[config.mk]
export PLATFORM = sky130hd
export DESIGN_NAME = complex_mul
export DESIGN_NICKNAME = d
export VERILOG_FILES = /design/src/lu_pkg.sv /design/src/complex_mul.sv
export VERILOG_INCLUDE_DIRS = /design/src /design/src/src
export SDC_FILE = /design/constraint.sdc
export NUM_CORES = 2
export LEC_CHECK = 0
export ABC_AREA = 1
export BUFFER_PORTS_ARGS = -buffer_cell sky130_fd_sc_hd__buf_2
export CAP_MARGIN = 20
export CORE_MARGIN = 1.5
export CORE_UTILIZATION = 55
export DETAILED_ROUTE_END_ITERATION = 8
export PLACE_DENSITY = 0.76
export SYNTH_ARGS = -nofsm -noshare
export SYNTH_HDL_FRONTEND = slang
export SYNTH_SLANG_ARGS = --single-unit
[constraint.sdc]
create_clock -name clk_i -period 9 [get_ports clk_i]
set_input_delay 1.35 -clock clk_i [delete_from_list [all_inputs] [get_ports clk_i]]
set_output_delay 1.35 -clock clk_i [all_outputs]
set_load 0.02 [all_outputs]
[src/lu_macros.svh]
`ifndef LU_MACROS_SVH
`define LU_MACROS_SVH

// matrix dimension
`define LU_SIZE 4

// q7.8 fraction bits
`define LU_FRAC 8

// row address width
`define LU_AW 2

`endif

[src/lu_pkg.sv]
`include "lu_macros.svh"

package lu_pkg;

  // one complex q7.8 value
  typedef struct packed {
    logic signed [15:0] re;
    logic signed [15:0] im;
  } cplx_t;

  typedef cplx_t [`LU_SIZE-1:0] row_t;

  // one pivot step as seen on the result port
  typedef struct packed {
    logic [`LU_AW-1:0] addr;   // pivot index k
    row_t              l_col;
    row_t              u_row;
  } result_t;

endpackage

[src/complex_mul.sv]
`timescale 1ns/1ps
`include "lu_macros.svh"

module complex_mul (
  input  logic          clk_i,
  input  logic          rst_ni,
  input  logic          valid_i,
  input  lu_pkg::cplx_t a_i,
  input  lu_pkg::cplx_t b_i,
  output logic          valid_o,
  output lu_pkg::cplx_t p_o
);

  logic signed [31:0] rr, ii, ri, ir;   // partial products
  logic signed [31:0] re_full, im_full;
  logic               vld_q;

  always_ff @(posedge clk_i) begin
    if (!rst_ni) begin
      vld_q   <= 1'b0;
      valid_o <= 1'b0;
    end else begin
      vld_q   <= valid_i;
      valid_o <= vld_q;
    end
  end

  assign re_full = rr - ii;
  assign im_full = ri + ir;

  always_ff @(posedge clk_i) begin
    rr     <= a_i.re * b_i.re;
    ii     <= a_i.im * b_i.im;
    ri     <= a_i.re * b_i.im;
    ir     <= a_i.im * b_i.re;
    p_o.re <= 16'(re_full >>> `LU_FRAC);   // drop fraction, truncate
    p_o.im <= 16'(im_full >>> `LU_FRAC);
  end

endmodule

==> metrics.txt <==
Ys Warns=0; largest net degree at the start of global routing=35; worst-path cell chain=buf_2, nand2_1, fa_1, inv_1, fa_1, fa_1, fa_1, fa_1, inv_1, fa_1, inv_1, ha_1, nand2_1, nor4_1, nand4_1, nand3_1, xor2_1; number of synthesized flops with an enable pin=0; Async SR Flop Fraction=0%; cts bufs inserted=17; vias in the first global route=31530; Area Overhead vs Synth=3.997%; clock buffer depth=2; internal reg-to-reg setup slack=6.94 ns; ANT nets after route=0; cts repair resizes=0; layout net count=6103; worst flop-to-flop path startpoint=ri[3]$_DFF_P_; post-synth net total=6162; Final Skew=0.01240 ns; worst skew pair latency=0.47 ns; final setup fails=0; area of the die=69930 sq um; CP Capture Type=register; hold path depth=2; Die X=264.4 um; Worst R2R End=p_o[9]$_DFF_P_; worst path arrival time=7.39 ns; share of cells above drive strength 1=3.082%; DRT Wirelength=95020 um; Max Cap Viol=0; Post-CTS Hold Buffers=0; WP data required=9.39 ns; RSZ-0062 raised after global routing=no; worst min path class=reg -> reg; Min Clock Period, post-route=7.003 ns; Starting Density=55.78%; Crit Path Max Fanout=32; Final HPWL DP=74070 um; drt drc=0; DRT Pass-1 Iters=6; #FFs+latches synth=130; register area share after synthesis=6.922%; clock sinks=130; fin. max-slew vios=0; post-CTS setup buffers=0; Root Driver=clkbuf_16; Die Y=264.4 um; total I/O pin count=100; port buffer count=99; first-pass GRT wire length=158100 um; outcome=complete, no violations; Hold Crit Start=vld_q$_SDFF_PN0_; TritonCTS clock tree=done; fill count=6184; Synth area leaders=fa_1, inv_1, nand2_1, ha_1, dfxtp_1; DRT iter0 DRCs=2412; GRT overflow=0; Hold Path End=valid_o$_SDFF_PN0_; Rows=95; via count=30410; critical path class=in -> reg; Worst setup SP type=input port; Worst path max stage delay=0.75 ns; max_slew headroom=35.24%; R2R depth=9; Synth area leader=fa_1; Cells after Synth=5011; critical path depth in cells=17; RD Place Congestion=0.9356; Core Box Area=67400 sq um; Worst path top cell family by delay=adder cells; Most used DFF post-synth=dfxtp_1; final core occ=58.01%; CP dominant cell by count=fa_1; WL per Instance=16.28 um; Max Clock Freq=0.1428 GHz; initial antenna violation count=4; slowest CP cell=fa_1; Synth Cell Area=37590 sq um; vias per cell=5.209; top-area cell type share of the netlist area=39.83%; GRT Overall Usage=28.46%; most frequent cells in the layout=inv_1, nand2_1, fa_1; Worst Setup SP=b_i[1]; Antenna Cells=0; H-tree Lvls=4; commonest non-fill, non-tap cell in the layout=inv_1; crit path buf inv count=4; Setup TNS Final=0 ns; endpoints failing hold=0; synth unique cells=47; clock slew at reported path FFs=0.06 ns; Tcrit/Tclk final=77.81%; mean post-synth cell area=7.502 sq um; Worst-Margin Slew=0.9714 ns
-- synth_stat cells, types with 17 or more instances --
cell type and count:
a21oi_1 140, buf_1 17, clkbuf_1 144, dfxtp_1 130
fa_1 748, ha_1 336, inv_1 1585, nand2_1 1307
nand3_1 106, nand4_1 17, nor2_1 124, nor3_1 17
o21ai_0 63, o21ai_1 19, xnor2_1 46, xor2_1 89
-- worst max path at each step --
stage	to	slack, ns
4_1_cts	ri[22]$_DFF_P_	2.18
6_report	ri[22]$_DFF_P_	2.00
2_1_floorplan	rr[19]$_DFF_P_	2.61
5_1_grt	ri[22]$_DFF_P_	1.74
3_5_place_dp	ri[22]$_DFF_P_	1.71
3_3_place_gp	ri[22]$_DFF_P_	1.77
-- metal layers --
layer  track usage (%)  part of all wire [%]
met5                 0                 0.044
met4             10.31                   3.5
met3             3.994                   9.1
met2             45.51                    46
met1             39.63                    42
-- cells by family after synthesis --
| logic type | synth area share (%) |
|---|---|
| buffers and inverters | 17.77 |
| AND/OR/NAND/NOR | 16.92 |
| adder cells (fa/ha/maj) | 51.01 |
| AO/OA/AOI/OAI | 4.233 |
| XOR/XNOR | 3.145 |
| flip-flops | 6.922 |
-- flip-flops by register name, indices dropped and copies added (netlist names) --
signal   cells
rr          24
vld_q        1
ri          24
valid_o      1
ir          24
ii          24
p_o         32
-- area by class of cell --
cell class,instances,area [sq um],share of cell area (%)
Timing Repair Buffer,102,518.0,1.325
Sequential cell,130,2603,6.656
Multi-Input combinational cell,3111,28310,72.41
Clock buffer,19,452.9,1.158
Clock inverter,13,151.4,0.3872
Tap cell,873,1092,2.794
Inverter,1590,5968,15.26
-- worst register-to-register path, delay by kind of cell (launching register included) --
family,cells,cell delay (ns)
AOI/OAI and AO/OA,2,0.59
xor gates and xnor gates,1,0.27
adders and majority gates,1,0.31
buffers and inverters,1,0.09
DFF,1,0.31
and+or+nand+nor,4,0.38
-- per-stage QoR --
stage	area [sq um]	hold WS (ns)	cells	worst slack (ns)
after global placement	38490	0.3988	5806	1.769
after floorplan	37590	0.3856	5011	2.610
after CTS	39100	0.4277	5838	2.181
final	39100	0.4255	5838	1.997
after global routing	39100	0.4406	5838	1.744
after detailed placement	38490	0.4116	5806	1.712
Power is left out: the tool's default activity adds up to more than one toggle a clock period on the data nets, which glitch-free logic cannot reach.
