## config.mk

```make
export PLATFORM = sky130hd
export DESIGN_NAME = lu_row_bank
export DESIGN_NICKNAME = d
export VERILOG_FILES = /design/src/lu_pkg.sv /design/src/lu_row_bank.sv
export VERILOG_INCLUDE_DIRS = /design/src /design/src/src
export SDC_FILE = /design/constraint.sdc
export NUM_CORES = 1
export LEC_CHECK = 0
export BUFFER_PORTS_ARGS = -buffer_cell sky130_fd_sc_hd__buf_2
export CAP_MARGIN = 10
export CORE_MARGIN = 1.5
export CORE_UTILIZATION = 45
export CTS_BUF_LIST = sky130_fd_sc_hd__clkbuf_8
export DETAILED_ROUTE_END_ITERATION = 12
export PLACE_DENSITY = 0.75
export RECOVER_POWER = 25
export SKIP_CTS_REPAIR_TIMING = 1
export SLEW_MARGIN = 20
export SYNTH_ARGS = -nofsm -noshare
export SYNTH_HDL_FRONTEND = slang
export SYNTH_SLANG_ARGS = --single-unit
```

## constraint.sdc

```tcl
create_clock -name clk_i -period 9.6 [get_ports clk_i]
set_clock_uncertainty 0.05 [all_clocks]
set_input_delay 0.96 -clock clk_i [delete_from_list [all_inputs] [get_ports clk_i]]
set_output_delay 0.96 -clock clk_i [all_outputs]
set_load 0.02 [all_outputs]
```

## src/lu_macros.svh

```systemverilog
`ifndef LU_MACROS_SVH
`define LU_MACROS_SVH

// matrix dimension
`define LU_SIZE 4

// q7.8 fraction bits
`define LU_FRAC 8

// row address width
`define LU_AW 2

`endif

```

## src/lu_pkg.sv

```systemverilog
`include "lu_macros.svh"

package lu_pkg;

  // one complex q7.8 value
  typedef struct packed {
    logic signed [15:0] re;
    logic signed [15:0] im;
  } cplx_t;

  typedef cplx_t [`LU_SIZE-1:0] row_t;

  // one pivot step as seen on the result port
  typedef struct packed {
    logic [`LU_AW-1:0] addr;   // pivot index k
    row_t              l_col;
    row_t              u_row;
  } result_t;

endpackage

```

## src/lu_row_bank.sv

```systemverilog
`timescale 1ns/1ps
`include "lu_macros.svh"

module lu_row_bank (
  input  logic              clk_i,
  input  logic              rst_ni,
  input  logic              load_en_i,
  input  logic [`LU_AW-1:0] load_addr_i,
  input  lu_pkg::row_t      load_row_i,
  input  logic [`LU_AW-1:0] rd_a_addr_i,
  output lu_pkg::row_t      rd_a_row_o,
  input  logic [`LU_AW-1:0] rd_b_addr_i,
  output lu_pkg::row_t      rd_b_row_o,
  input  logic              wr_en_i,
  input  logic [`LU_AW-1:0] wr_addr_i,
  input  lu_pkg::row_t      wr_row_i
);

  lu_pkg::row_t rows [`LU_SIZE];

  always_ff @(posedge clk_i) begin
    if (!rst_ni) begin
      for (int r = 0; r < `LU_SIZE; r++) begin
        rows[r] <= '0;
      end
    end else if (wr_en_i) begin   // engine write wins
      rows[wr_addr_i] <= wr_row_i;
    end else if (load_en_i) begin
      rows[load_addr_i] <= load_row_i;
    end
  end

  // engine port a, host port b
  always_ff @(posedge clk_i) begin
    rd_a_row_o <= rows[rd_a_addr_i];
    rd_b_row_o <= rows[rd_b_addr_i];
  end

endmodule

```

==> metrics.md <==
| Metric | Value |
|---|---|
| Status | finished with violations |
| Failing checks | capacitance limit, slew limit |
| Clock transition at the registers of the reported paths | 0.06 ns |
| Crit path buf inv count | 2 |
| Sequential Power Share | 52.7% |
| Starting Density | 45.4% |
| 1st-pass router iterations | 5 |
| Top Family by Delay on Critical Path | buffers and inverters |
| Drt wl/cell | 21.7 um |
| Crit. End Element | register |
| Register bit total from synthesis | 768 |
| Reg2Reg Launch Point | rows[3][35]$_DFFE_PP_ |
| Clk pwr share | 34.1% |
| Sw Ratio | 26.5% |
| Pin count of the biggest net entering global routing | 141 |
| Combinational share of power | 13.3% |
| Setup ws final | 3.91 ns |
| WHS | 0.492 ns |
| Final setup TNS | 0 ns |
| Util after Layout | 53.1% |
| Seq/Total Area, Yosys | 64.5% |
| Worst endpoint required time | 10.11 ns |
| CTS tree | yes |
| Number of distinct library cells after synthesis | 26 |
| Critical path class | in2reg |
| Worst-Margin Slew | 4.88 ns |
| RSZ-0062 raised after global routing | false |
| CP startpoint | rd_b_addr_i[0] |
| Post-Syn Area | 31800 sq um |
| Die width | 269 um |
| CTS Sinks | 768 |
| Clock Latency Late Sink | 0.72 ns |
| Sw power | 2.07 mW |
| CP max-delay cell | clkbuf_1 |
| RePlAce Congestion | 0.815 |
| Tmin final | 5.69 ns |
| Critical Path Fanout Max | 53 |
| Final worst path period share | 59.2% |
| Fmax | 0.176 GHz |
| Critical R2R Capture | rd_b_row_o[35]$_DFF_P_ |
| Count of nets after finishing | 2869 |
| Die Ht | 269 um |
| VDD IR max | 0.000110 V |
| PwrDens | 210 nW/um^2 |
| GRT Total Usage | 21.5% |
| Reg2Reg Depth | 1 |
| Avg Inst Size Synth | 15.2 sq um |
| Ys Warns | 0 |
| Post-DP HPWL | 48.5 mm |
| Rel. slew slack | -226% |
| Routed WL | 79.2 mm |
| Slew Limit Fails | 121 |
| Place WS | 5.08 ns |
| Arrival @ worst endpoint | 6.20 ns |
| First-pass GRT wire length | 116 mm |
| Stages on worst setup path | 3 |
| Post-route ant nets | 0 |
| Max-cap violations | 2 |
| Vias in the first global route | 20100 |
| Clk buf depth | 3 |
| H-tree depth | 3 |
| Initial antenna violation count | 1 |
| Row cnt | 97 |
| Post-Syn Nets | 2361 |
| Via count | 19400 |
| Ratio of cells with drive above 1 in the final layout | 28.9% |
| # fillers | 5776 |
| End of the critical path | rd_b_row_o[68]$_DFF_P_ |
| Detailed-route DRC error count | 0 |
| Port bufs | 523 |
| Core area | 70000 sq um |
| Crit start category | input port |
| CTS Buf Count | 117 |
| Initial DRC Count | 1361 |
| Vias per cell | 5.32 |
| Die area | 72300 sq um |
| # setup viols final | 0 |
| Crit path cell chain | clkbuf_1 > buf_4 > mux4_2 |
| FF+latch area | 20500 sq um |
| Slowest cell delay on critical path | 3.37 ns |
| Root Buffer Master | clkbuf_8 |
| Leakage | 14.9 nW |
| I/O pin count | 524 |
| Worst hold path type | reg2reg |
| Area Overhead vs Synth | 16.9% |
| Multi-input logic area | 10100 sq um |
| Syn Inst Count | 2093 |
| Design Area, Final | 37200 sq um |
| Congestion Overflow GR | 0 |
| R2R setup slack | 8.48 ns |
| Final hold vios | 0 |
| Power Internal | 5.73 mW |
| Cell Area, Placed | 35100 sq um |
==> layout make-up <==
class                      instances  share of cell area [%]
multi-input combinational       1041                    27.1
antenna                            2                  0.0135
clock buffer                     138                    5.11
clock inverter                    82                    1.25
sequential                       768                    55.2
timing repair buffer             545                    6.90
tap                              940                    3.16
inverter                         128                    1.29
==> Yosys cell counts <==
cell type | n | area, sq um
o21ai_1 | 58 | 290
and2_0 | 7 | 43.8
nand3b_1 | 1 | 7.51
buf_1 | 2 | 7.51
nor4bb_1 | 1 | 10.0
and3b_1 | 129 | 1130
o21ai_0 | 19 | 95.1
and2_1 | 121 | 757
nand2b_1 | 1 | 6.26
buf_4 | 1 | 7.51
dfxtp_1 | 256 | 5120
o21ai_2 | 52 | 455
mux4_2 | 256 | 5770
a32o_1 | 1 | 10.0
a21boi_0 | 1 | 7.51
buf_6 | 12 | 135
buf_2 | 57 | 285
a31oi_1 | 1 | 6.26
a21oi_1 | 1 | 5.00
edfxtp_1 | 512 | 15400
nor4b_1 | 1 | 8.76
clkbuf_1 | 84 | 315
nand2_1 | 4 | 15.0
nor2_1 | 386 | 1450
or3b_1 | 1 | 8.76
inv_1 | 128 | 480
==> worst min path at each step <==
stage                                     from                 endpoint  slack, ns  cells after the start
floorplan             rows[2][0]$_SDFFCE_PN0P_    rd_a_row_o[0]$_DFF_P_       0.50                      1
global placement         rows[3][52]$_DFFE_PP_   rd_b_row_o[52]$_DFF_P_       0.50                      1
detailed placement  rows[2][102]$_SDFFCE_PN0P_  rd_b_row_o[102]$_DFF_P_       0.51                      1
CTS                  rows[2][11]$_SDFFCE_PN0P_   rd_b_row_o[11]$_DFF_P_       0.48                      1
global route         rows[2][11]$_SDFFCE_PN0P_   rd_b_row_o[11]$_DFF_P_       0.51                      1
finish               rows[0][11]$_SDFFCE_PN0P_   rd_b_row_o[11]$_DFF_P_       0.49                      1
==> logic make-up (layout without fill, tap and decap cells) <==
family | count (synthesis) | in the layout | synth area share, %
DFF | 768 | 768 | 64.5
buffers and inverters | 284 | 893 | 3.87
and+or+nand+nor | 652 | 652 | 10.8
muxes | 256 | 256 | 18.1
other | 0 | 2 | 0
AOI/OAI and AO/OA | 133 | 133 | 2.73
==> per-stage QoR <==
stage,power (mW),instances
after floorplan,4.82,2093
after global placement,5.20,3421
after detailed placement,5.25,3421
after CTS,7.90,3641
after global routing,8.10,3643
final,7.80,3644
==> power groups by stage <==
stage	Combinational [mW]	Sequential, mW	Clock, mW
2_1_floorplan	0.490	4.33	0
6_report	1.03	4.11	2.66
5_1_grt	1.10	4.14	2.87
4_1_cts	1.08	4.10	2.72
3_5_place_dp	1.08	4.17	0
3_3_place_gp	1.06	4.14	0
==> cell usage in the layout, fill, tap and decap left out, types with 2 or more instances in the layout <==
cell type  netlist  layout
nand2_4          0       2
clkinv_1         0      15
o21ai_0         19      64
and2_1         121     121
diode_2          0       2
and2_0           7       7
edfxtp_1       512     512
buf_6           12       5
inv_1          128     169
nor2_1         386     386
buf_2           57     286
o21ai_1         58      20
o21ai_2         52      44
clkinv_2         0      16
clkbuf_1        84     232
inv_8            0       3
dfxtp_1        256     256
bufinv_16        0       3
nand2_1          4       2
and3b_1        129     129
buf_4            1      19
clkbuf_8         0     138
mux4_2         256     256
==> metal layers <==
layer,part of all wire (%),global-route usage [%],vias up,routed length (um)
li1,-,-,8690,-
met1,38,25.9,9772,30300
met2,52,38.2,767,41200
met3,6.1,3.65,151,4860
met4,3.5,9.10,0,2770
met5,0,0,-,0
==> flip-flops by register name, indices dropped and copies added, names as in the netlist <==
name	flops
rd_a_row_o	128
rd_b_row_o	128
rows	512
Power figures use the tool's default switching activity.
