$ cat src/lu_macros.svh
`ifndef LU_MACROS_SVH
`define LU_MACROS_SVH

// matrix dimension
`define LU_SIZE 4

// q7.8 fraction bits
`define LU_FRAC 8

// row address width
`define LU_AW 2

`endif

$ cat src/lu_pkg.sv
`include "lu_macros.svh"

package lu_pkg;

  // one complex q7.8 value
  typedef struct packed {
    logic signed [15:0] re;
    logic signed [15:0] im;
  } cplx_t;

  typedef cplx_t [`LU_SIZE-1:0] row_t;

  // one pivot step as seen on the result port
  typedef struct packed {
    logic [`LU_AW-1:0] addr;   // pivot index k
    row_t              l_col;
    row_t              u_row;
  } result_t;

endpackage

$ cat src/lu_engine.sv
`timescale 1ns/1ps
`include "lu_macros.svh"

module lu_engine (
  input  logic              clk_i,
  input  logic              rst_ni,
  input  logic              start_i,
  output logic              busy_o,
  output logic [`LU_AW-1:0] rd_addr_o,
  input  lu_pkg::row_t      rd_row_i,
  output logic              wr_en_o,
  output logic [`LU_AW-1:0] wr_addr_o,
  output lu_pkg::row_t      wr_row_o,
  output logic              recip_start_o,
  output lu_pkg::cplx_t     recip_z_o,
  input  logic              recip_valid_i,
  input  lu_pkg::cplx_t     recip_r_i,
  output logic              fmul_valid_o,
  output lu_pkg::cplx_t     fmul_a_o,
  output lu_pkg::cplx_t     fmul_b_o,
  input  logic              fmul_valid_i,
  input  lu_pkg::cplx_t     fmul_p_i,
  output logic              vmul_valid_o,
  output lu_pkg::row_t      vmul_a_o,
  output lu_pkg::row_t      vmul_b_o,
  input  logic              vmul_valid_i,
  input  lu_pkg::row_t      vmul_p_i,
  output lu_pkg::result_t   result_o,
  output logic              result_valid_o,
  input  logic              result_ready_i
);

  typedef enum logic [2:0] {
    IDLE, PIVOT_RD, RECIP, ROW_RD, FACTOR, UPDATE, WRITE, EMIT
  } state_t;

  localparam logic [`LU_AW-1:0] LAST = `LU_AW'(`LU_SIZE - 1);
  localparam lu_pkg::cplx_t     ONE  = '{re: 16'(1 << `LU_FRAC), im: 16'sd0};

  state_t            state;
  logic              go;      // first cycle of RECIP, FACTOR or UPDATE
  logic [`LU_AW-1:0] k, i;
  lu_pkg::row_t      u_row, l_col, wr_row;
  lu_pkg::cplx_t     recip;

  always_ff @(posedge clk_i) begin
    if (!rst_ni) begin
      state <= IDLE;
      go    <= 1'b0;
      k     <= '0;
      i     <= '0;
    end else begin
      go <= 1'b0;
      case (state)
        IDLE: begin
          if (start_i) begin
            k     <= '0;
            state <= PIVOT_RD;
          end
        end
        PIVOT_RD: begin
          state <= RECIP;
          go    <= 1'b1;
        end
        RECIP: begin
          if (recip_valid_i) begin
            i     <= k + 1'b1;
            state <= ROW_RD;
          end
        end
        ROW_RD: begin
          state <= FACTOR;
          go    <= 1'b1;
        end
        FACTOR: begin
          if (fmul_valid_i) begin
            state <= UPDATE;
            go    <= 1'b1;
          end
        end
        UPDATE: begin
          if (vmul_valid_i) state <= WRITE;
        end
        WRITE: begin
          if (i == LAST) begin
            state <= EMIT;
          end else begin
            i     <= i + 1'b1;
            state <= ROW_RD;
          end
        end
        EMIT: begin
          if (result_ready_i) begin
            if (k == LAST - 1'b1) begin   // last pivot done
              state <= IDLE;
            end else begin
              k     <= k + 1'b1;
              state <= PIVOT_RD;
            end
          end
        end
        default: state <= IDLE;
      endcase
    end
  end

  always_ff @(posedge clk_i) begin
    if (state == RECIP && go) begin
      for (int j = 0; j < `LU_SIZE; j++) begin
        u_row[j] <= (`LU_AW'(j) < k) ? '0 : rd_row_i[j];
        l_col[j] <= (`LU_AW'(j) == k) ? ONE : '0;
      end
    end
    if (state == RECIP && recip_valid_i) recip <= recip_r_i;
    if (state == FACTOR && fmul_valid_i) l_col[i] <= fmul_p_i;
    if (state == UPDATE && vmul_valid_i) begin
      for (int j = 0; j < `LU_SIZE; j++) begin
        wr_row[j].re <= rd_row_i[j].re - vmul_p_i[j].re;   // wraps
        wr_row[j].im <= rd_row_i[j].im - vmul_p_i[j].im;
      end
    end
  end

  // row i stays on the read port from ROW_RD until its write
  assign rd_addr_o = (state inside {ROW_RD, FACTOR, UPDATE, WRITE}) ? i : k;

  assign recip_start_o = go && (state == RECIP);
  assign recip_z_o     = rd_row_i[k];

  assign fmul_valid_o = go && (state == FACTOR);
  assign fmul_a_o     = rd_row_i[k];
  assign fmul_b_o     = recip;

  assign vmul_valid_o = go && (state == UPDATE);
  assign vmul_b_o     = u_row;

  always_comb begin
    for (int j = 0; j < `LU_SIZE; j++) begin
      vmul_a_o[j] = l_col[i];   // l_ik to every lane
    end
  end

  assign wr_en_o   = (state == WRITE);
  assign wr_addr_o = i;
  assign wr_row_o  = wr_row;

  assign busy_o         = (state != IDLE);
  assign result_valid_o = (state == EMIT);
  assign result_o       = '{addr: k, l_col: l_col, u_row: u_row};

endmodule

$ cat config.mk
export PLATFORM = sky130hd
export DESIGN_NAME = lu_engine
export DESIGN_NICKNAME = d
export VERILOG_FILES = /design/src/lu_pkg.sv /design/src/lu_engine.sv
export VERILOG_INCLUDE_DIRS = /design/src /design/src/src
export SDC_FILE = /design/constraint.sdc
export NUM_CORES = 1
export LEC_CHECK = 0
export ABC_AREA = 1
export BUFFER_PORTS_ARGS = -buffer_cell sky130_fd_sc_hd__buf_2
export CAP_MARGIN = 20
export CORE_AREA = 10 10 412 414
export DETAILED_ROUTE_END_ITERATION = 8
export DIE_AREA = 0 0 422 424
export GPL_TIMING_DRIVEN = 0
export PLACE_DENSITY = 0.37
export SETUP_SLACK_MARGIN = 0.4
export SYNTH_ARGS = -nofsm -noshare
export SYNTH_HDL_FRONTEND = slang
export SYNTH_SLANG_ARGS = --single-unit
export TNS_END_PERCENT = 50
$ cat constraint.sdc
create_clock -name clk_i -period 8.8 [get_ports clk_i]
set_input_delay 1.76 -clock clk_i [delete_from_list [all_inputs] [get_ports clk_i]]
set_output_delay 1.76 -clock clk_i [all_outputs]
set_load 0.05 [all_outputs]
==> impl_metrics.csv <==
group,metric,value,unit
run_status,status,"finished, final reports clean",
cts,cts_buffers,57,
global_routing,grt_antenna_before_repair,44,
cts,path_clk_slew,60,ps
timing,finClkSkew,51.7,ps
global_routing,grt_max_degree,87,
die,die_h,424,microns
yosys,syn_inst,3169,
routing,vias,25300,
layout,area_growth,40.4,%
place,gp_congestion,0.885,
timing,tns,0,ps
worst_setup_path,cp-start-kind,"flip-flop",
timing,relSlewSlack,25.9,%
routing,drtAntennaViolNets,0,
timing,period_needed,5950,ps
die,ios,1075,
global_routing,grt_pass1_vias,25100,
yosys,yosysWarningCount,0,
timing,drv_slew,0,
worst_setup_path,critical_path_class,"reg2out",
worst_setup_path,worst_ep_required_time,7040,ps
worst_setup_path,arrival,4190,ps
global_routing,gr-total-overflow,0,
power_and_ir_drop,ir_drop,0.000369,V
cts,post_cts_buffers,0,
timing,rsz0062_at_grt,"no",
routing,drt_first_iter_violations,1721,
place,post-dp-hpwl,134000,microns
layout,final_nets,4777,
layout,final_area,35900,sq um
yosys,synthFlopType,"edfxtp_1",
power_and_ir_drop,cellLeakagePower,18.7,nW
hold_path,hp-class,"reg2reg",
cts,ctsHoldBuffers,0,
place,io_buffer_count,1074,
job,drv_cap,0,
power_and_ir_drop,power,11.0,mW
cts,root_buffer,"clkbuf_16",
die,start_util,15.8,%
timing,clock.fmax,0.168,GHz
routing,post_drt_wl_per_cell,23.9,microns
timing,tightest_slew,1110,ps
cts,clock_latency,680,ps
global_routing,grt_pass1_wl,209000,microns
timing,hold_violations,0,
yosys,synth.avg_cell_area,8.07,sq um
worst_setup_path,endpoint_kind,"output pin",
die,num_rows,148,
yosys,ys_async_sr_fraction,0,%
cts,cts_tree,"built",
yosys,syn-num-nets,3633,
yosys,synth_edf_count,288,
cts,clkSinkCount,424,
routing,dr.pass1.iters,7,
die,die_x,422,microns
die,dieArea,179000,sq um
timing,setup_viol,0,
yosys,ys_seq_elements,424,
power_and_ir_drop,power.density,306,nW/um^2
yosys,synth-seq-area-share,44.5,%
routing,drc,0,
timing,post-route-period-util,67.7,%
routing,drt-vias-per-instance,3.87,
routing,routed_wirelength,156000,microns
cts,clockBufferDepth,3,
die,coreArea,162000,sq um
yosys,netlist_area,25600,sq um
worst_setup_path,cp_max_fo,10,
cts,ctsResizeCount,0,
yosys,synth_cell_types,35,
place,post_dp_cell_area,33900,sq um
layout,most-common-layout-cells,"buf_2, nand2_1, inv_1",
global_routing,grt.total_usage,16.4,%
layout,drive_above_1_share,34.4,%
cts,h-tree-depth,2,
layout,final_common_cell,"buf_2",
[per-stage QoR]
step	setup WS [ps]	std cells	hold slack (ps)	utilization, %
detailed placement	3020	6429	483	21.0
global placement	-4360	6418	475	20.8
global route	2460	6539	513	22.2
CTS	2270	6534	492	22.2
floorplan	1090	3169	606	-
finish	2850	6543	487	22.2
[final timing paths]
check,endpoint,from,cells past startpoint,slack [ps]
worst min register to register,result_o[222],result_o[222],2,490
worst max register to register,result_o[29],k[0],8,4080
worst max-delay path,recip_z_o[15],k[0],7,2850
worst min-delay path,result_o[222],result_o[222],2,490
[cells in the mapped netlist, types with 5 or more instances]
cell type	number	area share [%]
xor2_1	46	1.6
and2_1	8	0.20
nand4_1	20	0.49
inv_1	566	8.3
nor2_1	243	3.6
fa_1	8	0.63
ha_1	129	6.3
a21oi_1	116	2.3
dfxtp_1	136	11
a211oi_1	32	0.94
nand2_1	680	10
nor3_1	24	0.47
nand2_4	5	0.22
buf_6	19	0.84
nand3b_1	14	0.41
buf_4	263	7.7
o21ai_1	34	0.67
o22ai_1	32	0.78
nand3_1	215	4.2
buf_2	24	0.47
o21ai_0	191	3.7
xnor2_1	19	0.65
edfxtp_1	288	34
clkbuf_1	37	0.54
[power by group]
| group | switching, mW | leakage (nW) | internal [mW] | total [mW] |
|---|---|---|---|---|
| clock | 1.07 | 0.936 | 1.42 | 2.48 |
| combinational | 4.55 | 14.1 | 1.43 | 5.98 |
| sequential | 0.140 | 3.71 | 2.37 | 2.51 |
[registers in the layout (all words and copies together) (netlist names)]
name and cells:
result_o 256, wr_row_o 128, fmul_b_o 32, state 3, k 2, wr_addr_o 2, go 1
[area by class of cell]
class	count	area [sq um]
clock inverter	34	394
clock buffer	71	1560
inverter	570	2150
fill	18300	126000
tap	2175	2720
multi-input combinational	1830	9640
sequential	424	11400
antenna	9	22.5
timing repair buffer	1085	5600
buffer	345	2450
[metal layers]
layer  part of all wire, %  up-vias  routed length [microns]  GRT usage (%)
met5                     0        -                        0              0
met4                   2.6        0                     4030           4.16
met3                   5.6      184                     8770           3.28
met2                    52      817                    81500           30.4
met1                    40    12100                    62000           19.2
li1                      -    12200                        -              -
[critical path, cell delays in order, from the launching register on]
cell	delay, ps
dfxtp_1	480
inv_1	390
buf_2	590
clkbuf_1	650
a211oi_1	280
nor2_1	600
buf_4	210
buf_2	250
[cells by family (layout without fill, tap and decap cells)]
logic type                 after synthesis  in the layout  share of synthesized area (%)
and+or+nand+nor                       1216           1216                           19.8
buffers and inverters                  915           2105                           18.0
DFF                                    424            424                           44.5
AOI/OAI and AO/OA                      412            412                           8.59
adders and majority gates              137            137                           6.94
xor gates and xnor gates                65             65                           2.23
other                                    0              9                              0
Power figures use the tool's default switching activity.
