[src/lu_macros.svh]
`ifndef LU_MACROS_SVH
`define LU_MACROS_SVH

// matrix dimension
`define LU_SIZE 4

// q7.8 fraction bits
`define LU_FRAC 8

// row address width
`define LU_AW 2

`endif

[src/lu_pkg.sv]
`include "lu_macros.svh"

package lu_pkg;

  // one complex q7.8 value
  typedef struct packed {
    logic signed [15:0] re;
    logic signed [15:0] im;
  } cplx_t;

  typedef cplx_t [`LU_SIZE-1:0] row_t;

  // one pivot step as seen on the result port
  typedef struct packed {
    logic [`LU_AW-1:0] addr;   // pivot index k
    row_t              l_col;
    row_t              u_row;
  } result_t;

endpackage

[src/complex_recip.sv]
`timescale 1ns/1ps

module complex_recip (
  input  logic          clk_i,
  input  logic          rst_ni,
  input  logic          start_i,
  input  lu_pkg::cplx_t z_i,
  output logic          valid_o,
  output lu_pkg::cplx_t r_o
);

  logic [15:0] mag_re, mag_im;
  logic [31:0] den;
  logic [31:0] rem_re, rem_im;
  logic [31:0] dvd_re, dvd_im;   // dividend in, quotient out
  logic        neg_re, neg_im;
  logic        run, fin;
  logic [4:0]  cnt;

  // one restoring step, quotient bit shifts in at the bottom
  function automatic logic [63:0] div_step(input logic [31:0] rem,
                                           input logic [31:0] dvd,
                                           input logic [31:0] d);
    logic [32:0] trial;
    trial = {rem, dvd[31]};
    if (trial >= {1'b0, d}) begin
      return {32'(trial - {1'b0, d}), dvd[30:0], 1'b1};
    end
    return {trial[31:0], dvd[30:0], 1'b0};
  endfunction

  function automatic logic signed [15:0] sat(input logic neg, input logic [31:0] q);
    if (!neg) begin
      return (q > 32'd32767) ? 16'sh7fff : q[15:0];
    end
    return (q > 32'd32768) ? 16'sh8000 : 16'(-q);
  endfunction

  // -32768 wraps to 0x8000, still right as unsigned
  assign mag_re = z_i.re[15] ? 16'(-z_i.re) : z_i.re;
  assign mag_im = z_i.im[15] ? 16'(-z_i.im) : z_i.im;

  always_ff @(posedge clk_i) begin
    if (!rst_ni) begin
      run     <= 1'b0;
      fin     <= 1'b0;
      cnt     <= '0;
      valid_o <= 1'b0;
    end else begin
      valid_o <= fin;
      fin     <= 1'b0;
      if (start_i) begin
        run <= 1'b1;
        cnt <= '0;
      end else if (run) begin
        cnt <= cnt + 5'd1;
        if (cnt == 5'd31) begin   // last of 32 steps
          run <= 1'b0;
          fin <= 1'b1;
        end
      end
    end
  end

  always_ff @(posedge clk_i) begin
    if (start_i) begin
      den    <= mag_re * mag_re + mag_im * mag_im;
      dvd_re <= {mag_re, 16'h0000};   // |c| * 65536
      dvd_im <= {mag_im, 16'h0000};
      rem_re <= '0;
      rem_im <= '0;
      neg_re <= z_i.re[15];
      neg_im <= ~z_i.im[15];          // imag part is -d / den
    end else if (run) begin
      {rem_re, dvd_re} <= div_step(rem_re, dvd_re, den);
      {rem_im, dvd_im} <= div_step(rem_im, dvd_im, den);
    end
    if (fin) begin
      r_o.re <= sat(neg_re, dvd_re);
      r_o.im <= sat(neg_im, dvd_im);
    end
  end

endmodule

[config.mk]
export PLATFORM = sky130hd
export DESIGN_NAME = complex_recip
export DESIGN_NICKNAME = d
export VERILOG_FILES = /design/src/lu_pkg.sv /design/src/complex_recip.sv
export VERILOG_INCLUDE_DIRS = /design/src /design/src/src
export SDC_FILE = /design/constraint.sdc
export NUM_CORES = 1
export LEC_CHECK = 0
export BUFFER_PORTS_ARGS = -buffer_cell sky130_fd_sc_hd__buf_2
export CORE_ASPECT_RATIO = 1.5
export CORE_MARGIN = 3
export CORE_UTILIZATION = 45
export DETAILED_ROUTE_END_ITERATION = 16
export GPL_ROUTABILITY_DRIVEN = 0
export SLEW_MARGIN = 15
export SYNTH_ARGS = -nofsm -noshare
export SYNTH_HDL_FRONTEND = slang
export SYNTH_SLANG_ARGS = --single-unit
[constraint.sdc]
create_clock -name clk_i -period 9.1 [get_ports clk_i]
set_input_delay 0.91 -clock clk_i [delete_from_list [all_inputs] [get_ports clk_i]]
set_output_delay 0.91 -clock clk_i [all_outputs]
set_load 0.05 [all_outputs]
==> run_results.csv, run 1 <==
group,metric,value,unit
yosys,synth.area.mux_share,1.57,%
yosys,synth_edf_count,98,
floorplanning,ioPinCount,68,
worst_setup_path,setup.worst_path.start_class,"input port",
yosys,yosysWarnings,0,
floorplanning,die_area,62700,µm²
run,drv_cap,0,
clock_tree,cts_sinks,202,
min_path,min_delay_worst_endpoint,"rem_re[31]",
global_route,grt_max_degree,80,
detailed_routing,dr.pass1.iters,5,
worst_setup_path,slowest_delay,0.55,ns
detailed_routing,post_drt_via_cell_ratio,5.27,
floorplanning,die_x,205,µm
floorplanning,start_util,45.5,%
yosys,avgSynthCellArea,8.98,µm²
yosys,yosysUniqueCellTypes,77,
yosys,ys_seq_area_share,18.7,%
yosys,syn_area,26800,µm²
sta,drv_slew,0,
worst_setup_path,worst-setup-path-type,"in -> reg",
clock_tree,htreeDepth,1,
detailed_routing,first_iter_violations,1072,
yosys,netlist_top_cells_count,"inv_1, fa_1, nand2_1, nor2_1, ha_1",
floorplanning,die_y,305,µm
placement,place_area,29700,µm²
sta,slew_headroom,40.0,%
global_route,antenna_found_initial,0,
yosys,synth_top_area_cell,"fa_1",
worst_setup_path,ff2ff_path_depth,12,
min_path,worstHoldPathType,"reg -> reg",
sta,worst_slew_pin_slew,0.901,ns
layout,syn_to_final_growth,14.6,%
yosys,synth-seq-cells,202,
yosys,yosysMostFrequentCell,"inv_1",
sta,hold_viol,0,
layout,antenna_cells,0,
yosys,synth_cells,2988,
clock_tree,path_clk_slew,0.06,ns
worst_setup_path,worstPathMaxFanout,4,
layout,drive_above_1_share,12.6,%
detailed_routing,drc,0,
sta,finalCritPeriodShare,98.3,%
yosys,yosys-top-cells-area,"fa_1, ha_1, edfxtp_1, inv_1, dfxtp_1",
worst_setup_path,required,9.37,ns
yosys,synth_xor_xnor_area_share,4.11,%
detailed_routing,ant_nets,0,
yosys,synth_top_cell_area_share,28.9,%
min_path,min_from,"rem_re[31]",
global_route,grt.overflow.total,0,
layout,finish.net_count,3906,
worst_setup_path,cp-startpoint,"z_i[20]",
yosys,synthArstFlopShare,0,%
worst_setup_path,critPathArrivalTime,9.22,ns
layout,final_area,30800,µm²
detailed_routing,wl,74200,µm
global_route,grt_pass1_wl,120000,µm
yosys,yosys.area_share.adder,40.8,%
placement,portBuffers,67,
floorplanning,core,58900,µm²
placement,dp_hpwl,63200,µm
worst_setup_path,endpoint_kind,"register",
sta,fmax,112,MHz
yosys,synth_top_family_by_area,"adder cells",
clock_tree,clockRootBuffer,"clkbuf_16",
detailed_routing,vias,21208,
worst_setup_path,r2r_start,"den[1]",
yosys,yosys.area_share.simple,12.8,%
clock_tree,clk_latency,0.53,ns
run_status,outcome,"finished clean",
floorplanning,rows,109,
sta,setup_viol,0,
worst_setup_path,crit_top_cell,"fa_1",
sta,clock_skew,0.00862,ns
clock_tree,cts_buffers,24,
worst_setup_path,r2r_slack,5.16,ns
worst_setup_path,critPathSlowestCell,"fa_1",
worst_setup_path,timing.rr.end,"rem_im[7]",
clock_tree,clockBufferDepth,3,
sta,rsz0062_at_grt,"true",
min_path,holdPathStages,2,
yosys,synth_flop_cell,"dfxtp_1",
sta,min_period,8.94,ns
clock_tree,cts_tree,"done",
global_route,grt_pass1_vias,23127,
global_route,grt_use_total,24.2,%
yosys,synth_compound_area_share,11.8,%
clock_tree,ctsHoldBuffers,0,
detailed_routing,drt-wirelength-per-cell,18.4,µm
==> metrics by stage <==
stage               hold WS (ns)  std cells  setup TNS (ns)  setup slack, ns  utilization, %
finish                     0.477       4024               0            0.156            52.2
global route               0.518       4024          -0.225           -0.114            52.2
CTS                        0.482       4021               0          0.00757            51.8
detailed placement         0.467       3976           -5.22           -0.584            50.3
global placement           0.449       3976           -4.66           -0.558            50.3
floorplan                  0.426       3010               0         0.000860               -
==> routing by layer <==
| layer | share of wire [%] | up-vias | GRT usage (%) |
|---|---|---|---|
| li1 | - | 10112 | - |
| met1 | 37 | 10375 | 26.5 |
| met2 | 51 | 494 | 43.9 |
| met3 | 2.9 | 227 | 2.19 |
| met4 | 8.5 | 0 | 16.5 |
| met5 | 0 | - | 0 |
==> timing repair <==
action,CTS,global route
gates resized for setup,1,49
setup buffers,1,3
pin swaps,1,42
endpoints found under the setup margin,4,10
==> state kept, by name, indices dropped and copies added, names as in the netlist <==
register and count:
den 32, dvd_im 32, dvd_re 32, r_o 32
rem_im 32, rem_re 32, cnt 5, fin 1
neg_im 1, neg_re 1, run 1, valid_o 1
==> area by class of cell <==
cell class	instances	area [µm²]
Clock inverter	14	190
Fill cell	5550	28200
Tap cell	777	972
Clock buffer	30	674
Sequential cell	202	5030
Timing Repair Buffer	281	2030
Multi-Input combinational cell	2080	19500
Inverter	640	2400
==> worst max-delay path: cells and delay by family <==
| kind | cells | cell delay, ns |
|---|---|---|
| adder cells (fa/ha/maj) | 9 | 4.29 |
| AND/OR/NAND/NOR | 8 | 2.02 |
| AO/OA/AOI/OAI | 6 | 1.29 |
| buffers and inverters | 5 | 0.40 |
| XOR/XNOR | 2 | 0.29 |
==> kinds of logic (layout without fill, tap and decap cells) <==
group | Yosys count | after routing
and+or+nand+nor | 767 | 767
buffers and inverters | 728 | 965
adders and majority gates | 642 | 642
AOI/OAI and AO/OA | 480 | 480
DFF | 202 | 202
xor gates and xnor gates | 125 | 125
muxes | 42 | 42
other | 2 | 24
==> cells in the final DEF, fill, tap and decap left out, types with 19 or more instances in the layout <==
cell type / n
a211oi_1: 26
a21o_1: 47
a21oi_1: 92
a31oi_1: 19
buf_2: 64
buf_4: 208
clkbuf_16: 25
conb_1: 24
dfxtp_1: 103
edfxtp_1: 98
fa_1: 386
ha_1: 249
inv_1: 621
mux2i_1: 41
nand2_1: 269
nand3_1: 28
nor2_1: 264
nor3_1: 33
o21ai_0: 121
o311ai_0: 25
or3_1: 20
xnor2_1: 80
xor2_1: 38
==> how the worst max path moves through the flow <==
stage,depth (start not counted),to
finish,30,den[30]
global placement,31,den[31]
floorplan,30,den[31]
global route,32,den[30]
CTS,32,den[31]
detailed placement,32,den[30]
Power of run 1 is not shown: default switching activity piles up to over one toggle a cycle in this logic, so the estimate is an artifact.
==> run 2, diff against run 1 <==
--- a/config.mk
+++ b/config.mk
@@ -9,9 +9,10 @@
 export BUFFER_PORTS_ARGS = -buffer_cell sky130_fd_sc_hd__buf_2
 export CORE_ASPECT_RATIO = 1.5
 export CORE_MARGIN = 3
-export CORE_UTILIZATION = 45
+export CORE_UTILIZATION = 50
 export DETAILED_ROUTE_END_ITERATION = 16
 export GPL_ROUTABILITY_DRIVEN = 0
+export PLACE_DENSITY = 0.69
 export SLEW_MARGIN = 15
 export SYNTH_ARGS = -nofsm -noshare
 export SYNTH_HDL_FRONTEND = slang
==> run 2 against run 1 <==
First-iteration DRC count decreased by 2.1%; hold slack got worse by 0.0012 ns; clock skew increased by 0.0046 ns; via count increased by 2.0%; sequential share of layout area increased by 0.21 points; design area decreased by 1.2%; critical path type unchanged; register-to-register slack improved by 0.05 ns; wire length decreased by 0.82%; clock-buffer cell count increased by 6; die area decreased by 9.8%; critical endpoint unchanged; flip-flop and latch count unchanged; non-clock buffer count decreased by 24.
==> run_results.csv, run 2 (synthesis gave the netlist of run 1 again) <==
group,metric,value,unit
sta,finalCritPeriodShare,99.6,%
worst_setup_path,critPathSlowestCell,"fa_2",
detailed_routing,dr.pass1.iters,5,
worst_setup_path,timing.rr.end,"rem_im[3]",
sta,hold_viol,0,
detailed_routing,wl,73600,µm
floorplanning,die_y,290,µm
worst_setup_path,critPathArrivalTime,9.33,ns
detailed_routing,first_iter_violations,1050,
detailed_routing,vias,21637,
min_path,min_delay_worst_endpoint,"rem_re[31]",
worst_setup_path,required,9.37,ns
min_path,worstHoldPathType,"reg -> reg",
floorplanning,die_area,56500,µm²
worst_setup_path,ff2ff_path_depth,11,
global_route,antenna_found_initial,0,
min_path,min_from,"rem_re[31]",
clock_tree,cts_tree,"done",
floorplanning,ioPinCount,68,
global_route,grt_pass1_vias,23335,
clock_tree,htreeDepth,1,
layout,drive_above_1_share,11.9,%
global_route,grt_max_degree,56,
run_status,outcome,"finished clean",
layout,final_cell_count_no_fill,3905,
worst_setup_path,r2r_start,"den[1]",
worst_setup_path,worstPathMaxFanout,4,
worst_setup_path,endpoint_kind,"register",
layout,finish.net_count,3882,
sta,setup_viol,0,
sta,slew_headroom,38.6,%
floorplanning,core,52800,µm²
layout,most-common-layout-cells,"inv_1, fa_1, nand2_1",
floorplanning,start_util,50.8,%
clock_tree,cts_sinks,202,
detailed_routing,post_drt_via_cell_ratio,5.54,
run,drv_cap,0,
placement,dp.cells,3853,
clock_tree,cts_buffers,24,
sta,clock_skew,0.0132,ns
clock_tree,clk_latency,0.52,ns
detailed_routing,drt-wirelength-per-cell,18.8,µm
worst_setup_path,r2r_slack,5.21,ns
detailed_routing,drc,0,
sta,worst_slew_pin_slew,0.910,ns
sta,fmax,110,MHz
global_route,grt_pass1_wl,118000,µm
global_route,grt_use_total,26.3,%
worst_setup_path,crit_top_cell,"fa_1",
clock_tree,clockRootBuffer,"clkbuf_16",
sta,rsz0062_at_grt,"true",
layout,syn_to_final_growth,13.2,%
clock_tree,path_clk_slew,0.06,ns
worst_setup_path,setup.worst_path.start_class,"input port",
detailed_routing,ant_nets,0,
worst_setup_path,worst-setup-path-type,"in -> reg",
layout,layout_commonest_cell,"inv_1",
placement,dp_hpwl,61600,µm
sta,min_period,9.07,ns
placement,portBuffers,67,
layout,antenna_cells,0,
floorplanning,die_x,195,µm
global_route,grt.overflow.total,0,
floorplanning,rows,103,
worst_setup_path,slowest_delay,0.61,ns
clock_tree,clockBufferDepth,3,
min_path,holdPathStages,2,
sta,drv_slew,0,
-- run 2: final cells by class --
cell class | count | area, µm²
tap | 682 | 853
multi-input combinational | 2080 | 19500
inverter | 640 | 2410
clock buffer | 36 | 752
sequential | 202 | 5030
timing repair buffer | 257 | 1820
clock inverter | 8 | 57.6
fill | 4649 | 22500
-- run 2: worst max path at each step --
stage | slack (ns) | endpoint | cells after the start | start
finish | 0.03 | den[30] | 33 | z_i[22]
global route | -0.23 | den[31] | 30 | z_i[22]
CTS | 0.006 | den[31] | 34 | z_i[20]
detailed placement | -0.77 | den[28] | 33 | z_i[20]
global placement | -0.62 | den[30] | 33 | z_i[20]
floorplan | 0.0009 | den[31] | 30 | z_i[20]
-- run 2: layer usage --
layer  up-vias  wire length, µm  global-route usage (%)
met5         -                0                       0
met1     10653            26100                    27.4
met4         0             6220                    18.5
li1      10067                -                       -
met3       266             3040                    2.90
met2       651            38200                    49.1
-- run 2: stage by stage --
step           hold slack (ns)  area [µm²]  TNS [ns]  setup slack (ns)  util [%]
2_1_floorplan            0.426       27000         0          0.000860         -
3_3_place_gp             0.448       29300     -5.97            -0.619      55.5
3_5_place_dp             0.455       29300     -7.11            -0.766      55.5
4_1_cts                  0.469       30100         0           0.00577      57.0
5_1_grt                  0.511       30400    -0.781            -0.226      57.5
6_report                 0.476       30400         0            0.0346      57.5
-- run 2: worst max-delay path, delay by kind of cell --
kind	cells	cell delay [ns]
adder cells (fa/ha/maj)	9	4.37
AND/OR/NAND/NOR	8	2.03
AO/OA/AOI/OAI	6	1.03
buffers and inverters	8	0.68
XOR/XNOR	2	0.29
-- run 2: repair_timing --
| item | 4_1_cts | 5_1_grt |
|---|---|---|
| setup buffers | 2 | 6 |
| resized for setup | 6 | 51 |
| hold buffers | 0 | 0 |
| setup endpoints to repair | 6 | 10 |
| pin swaps | 5 | 41 |
Power of run 2 is left out for the same reason.
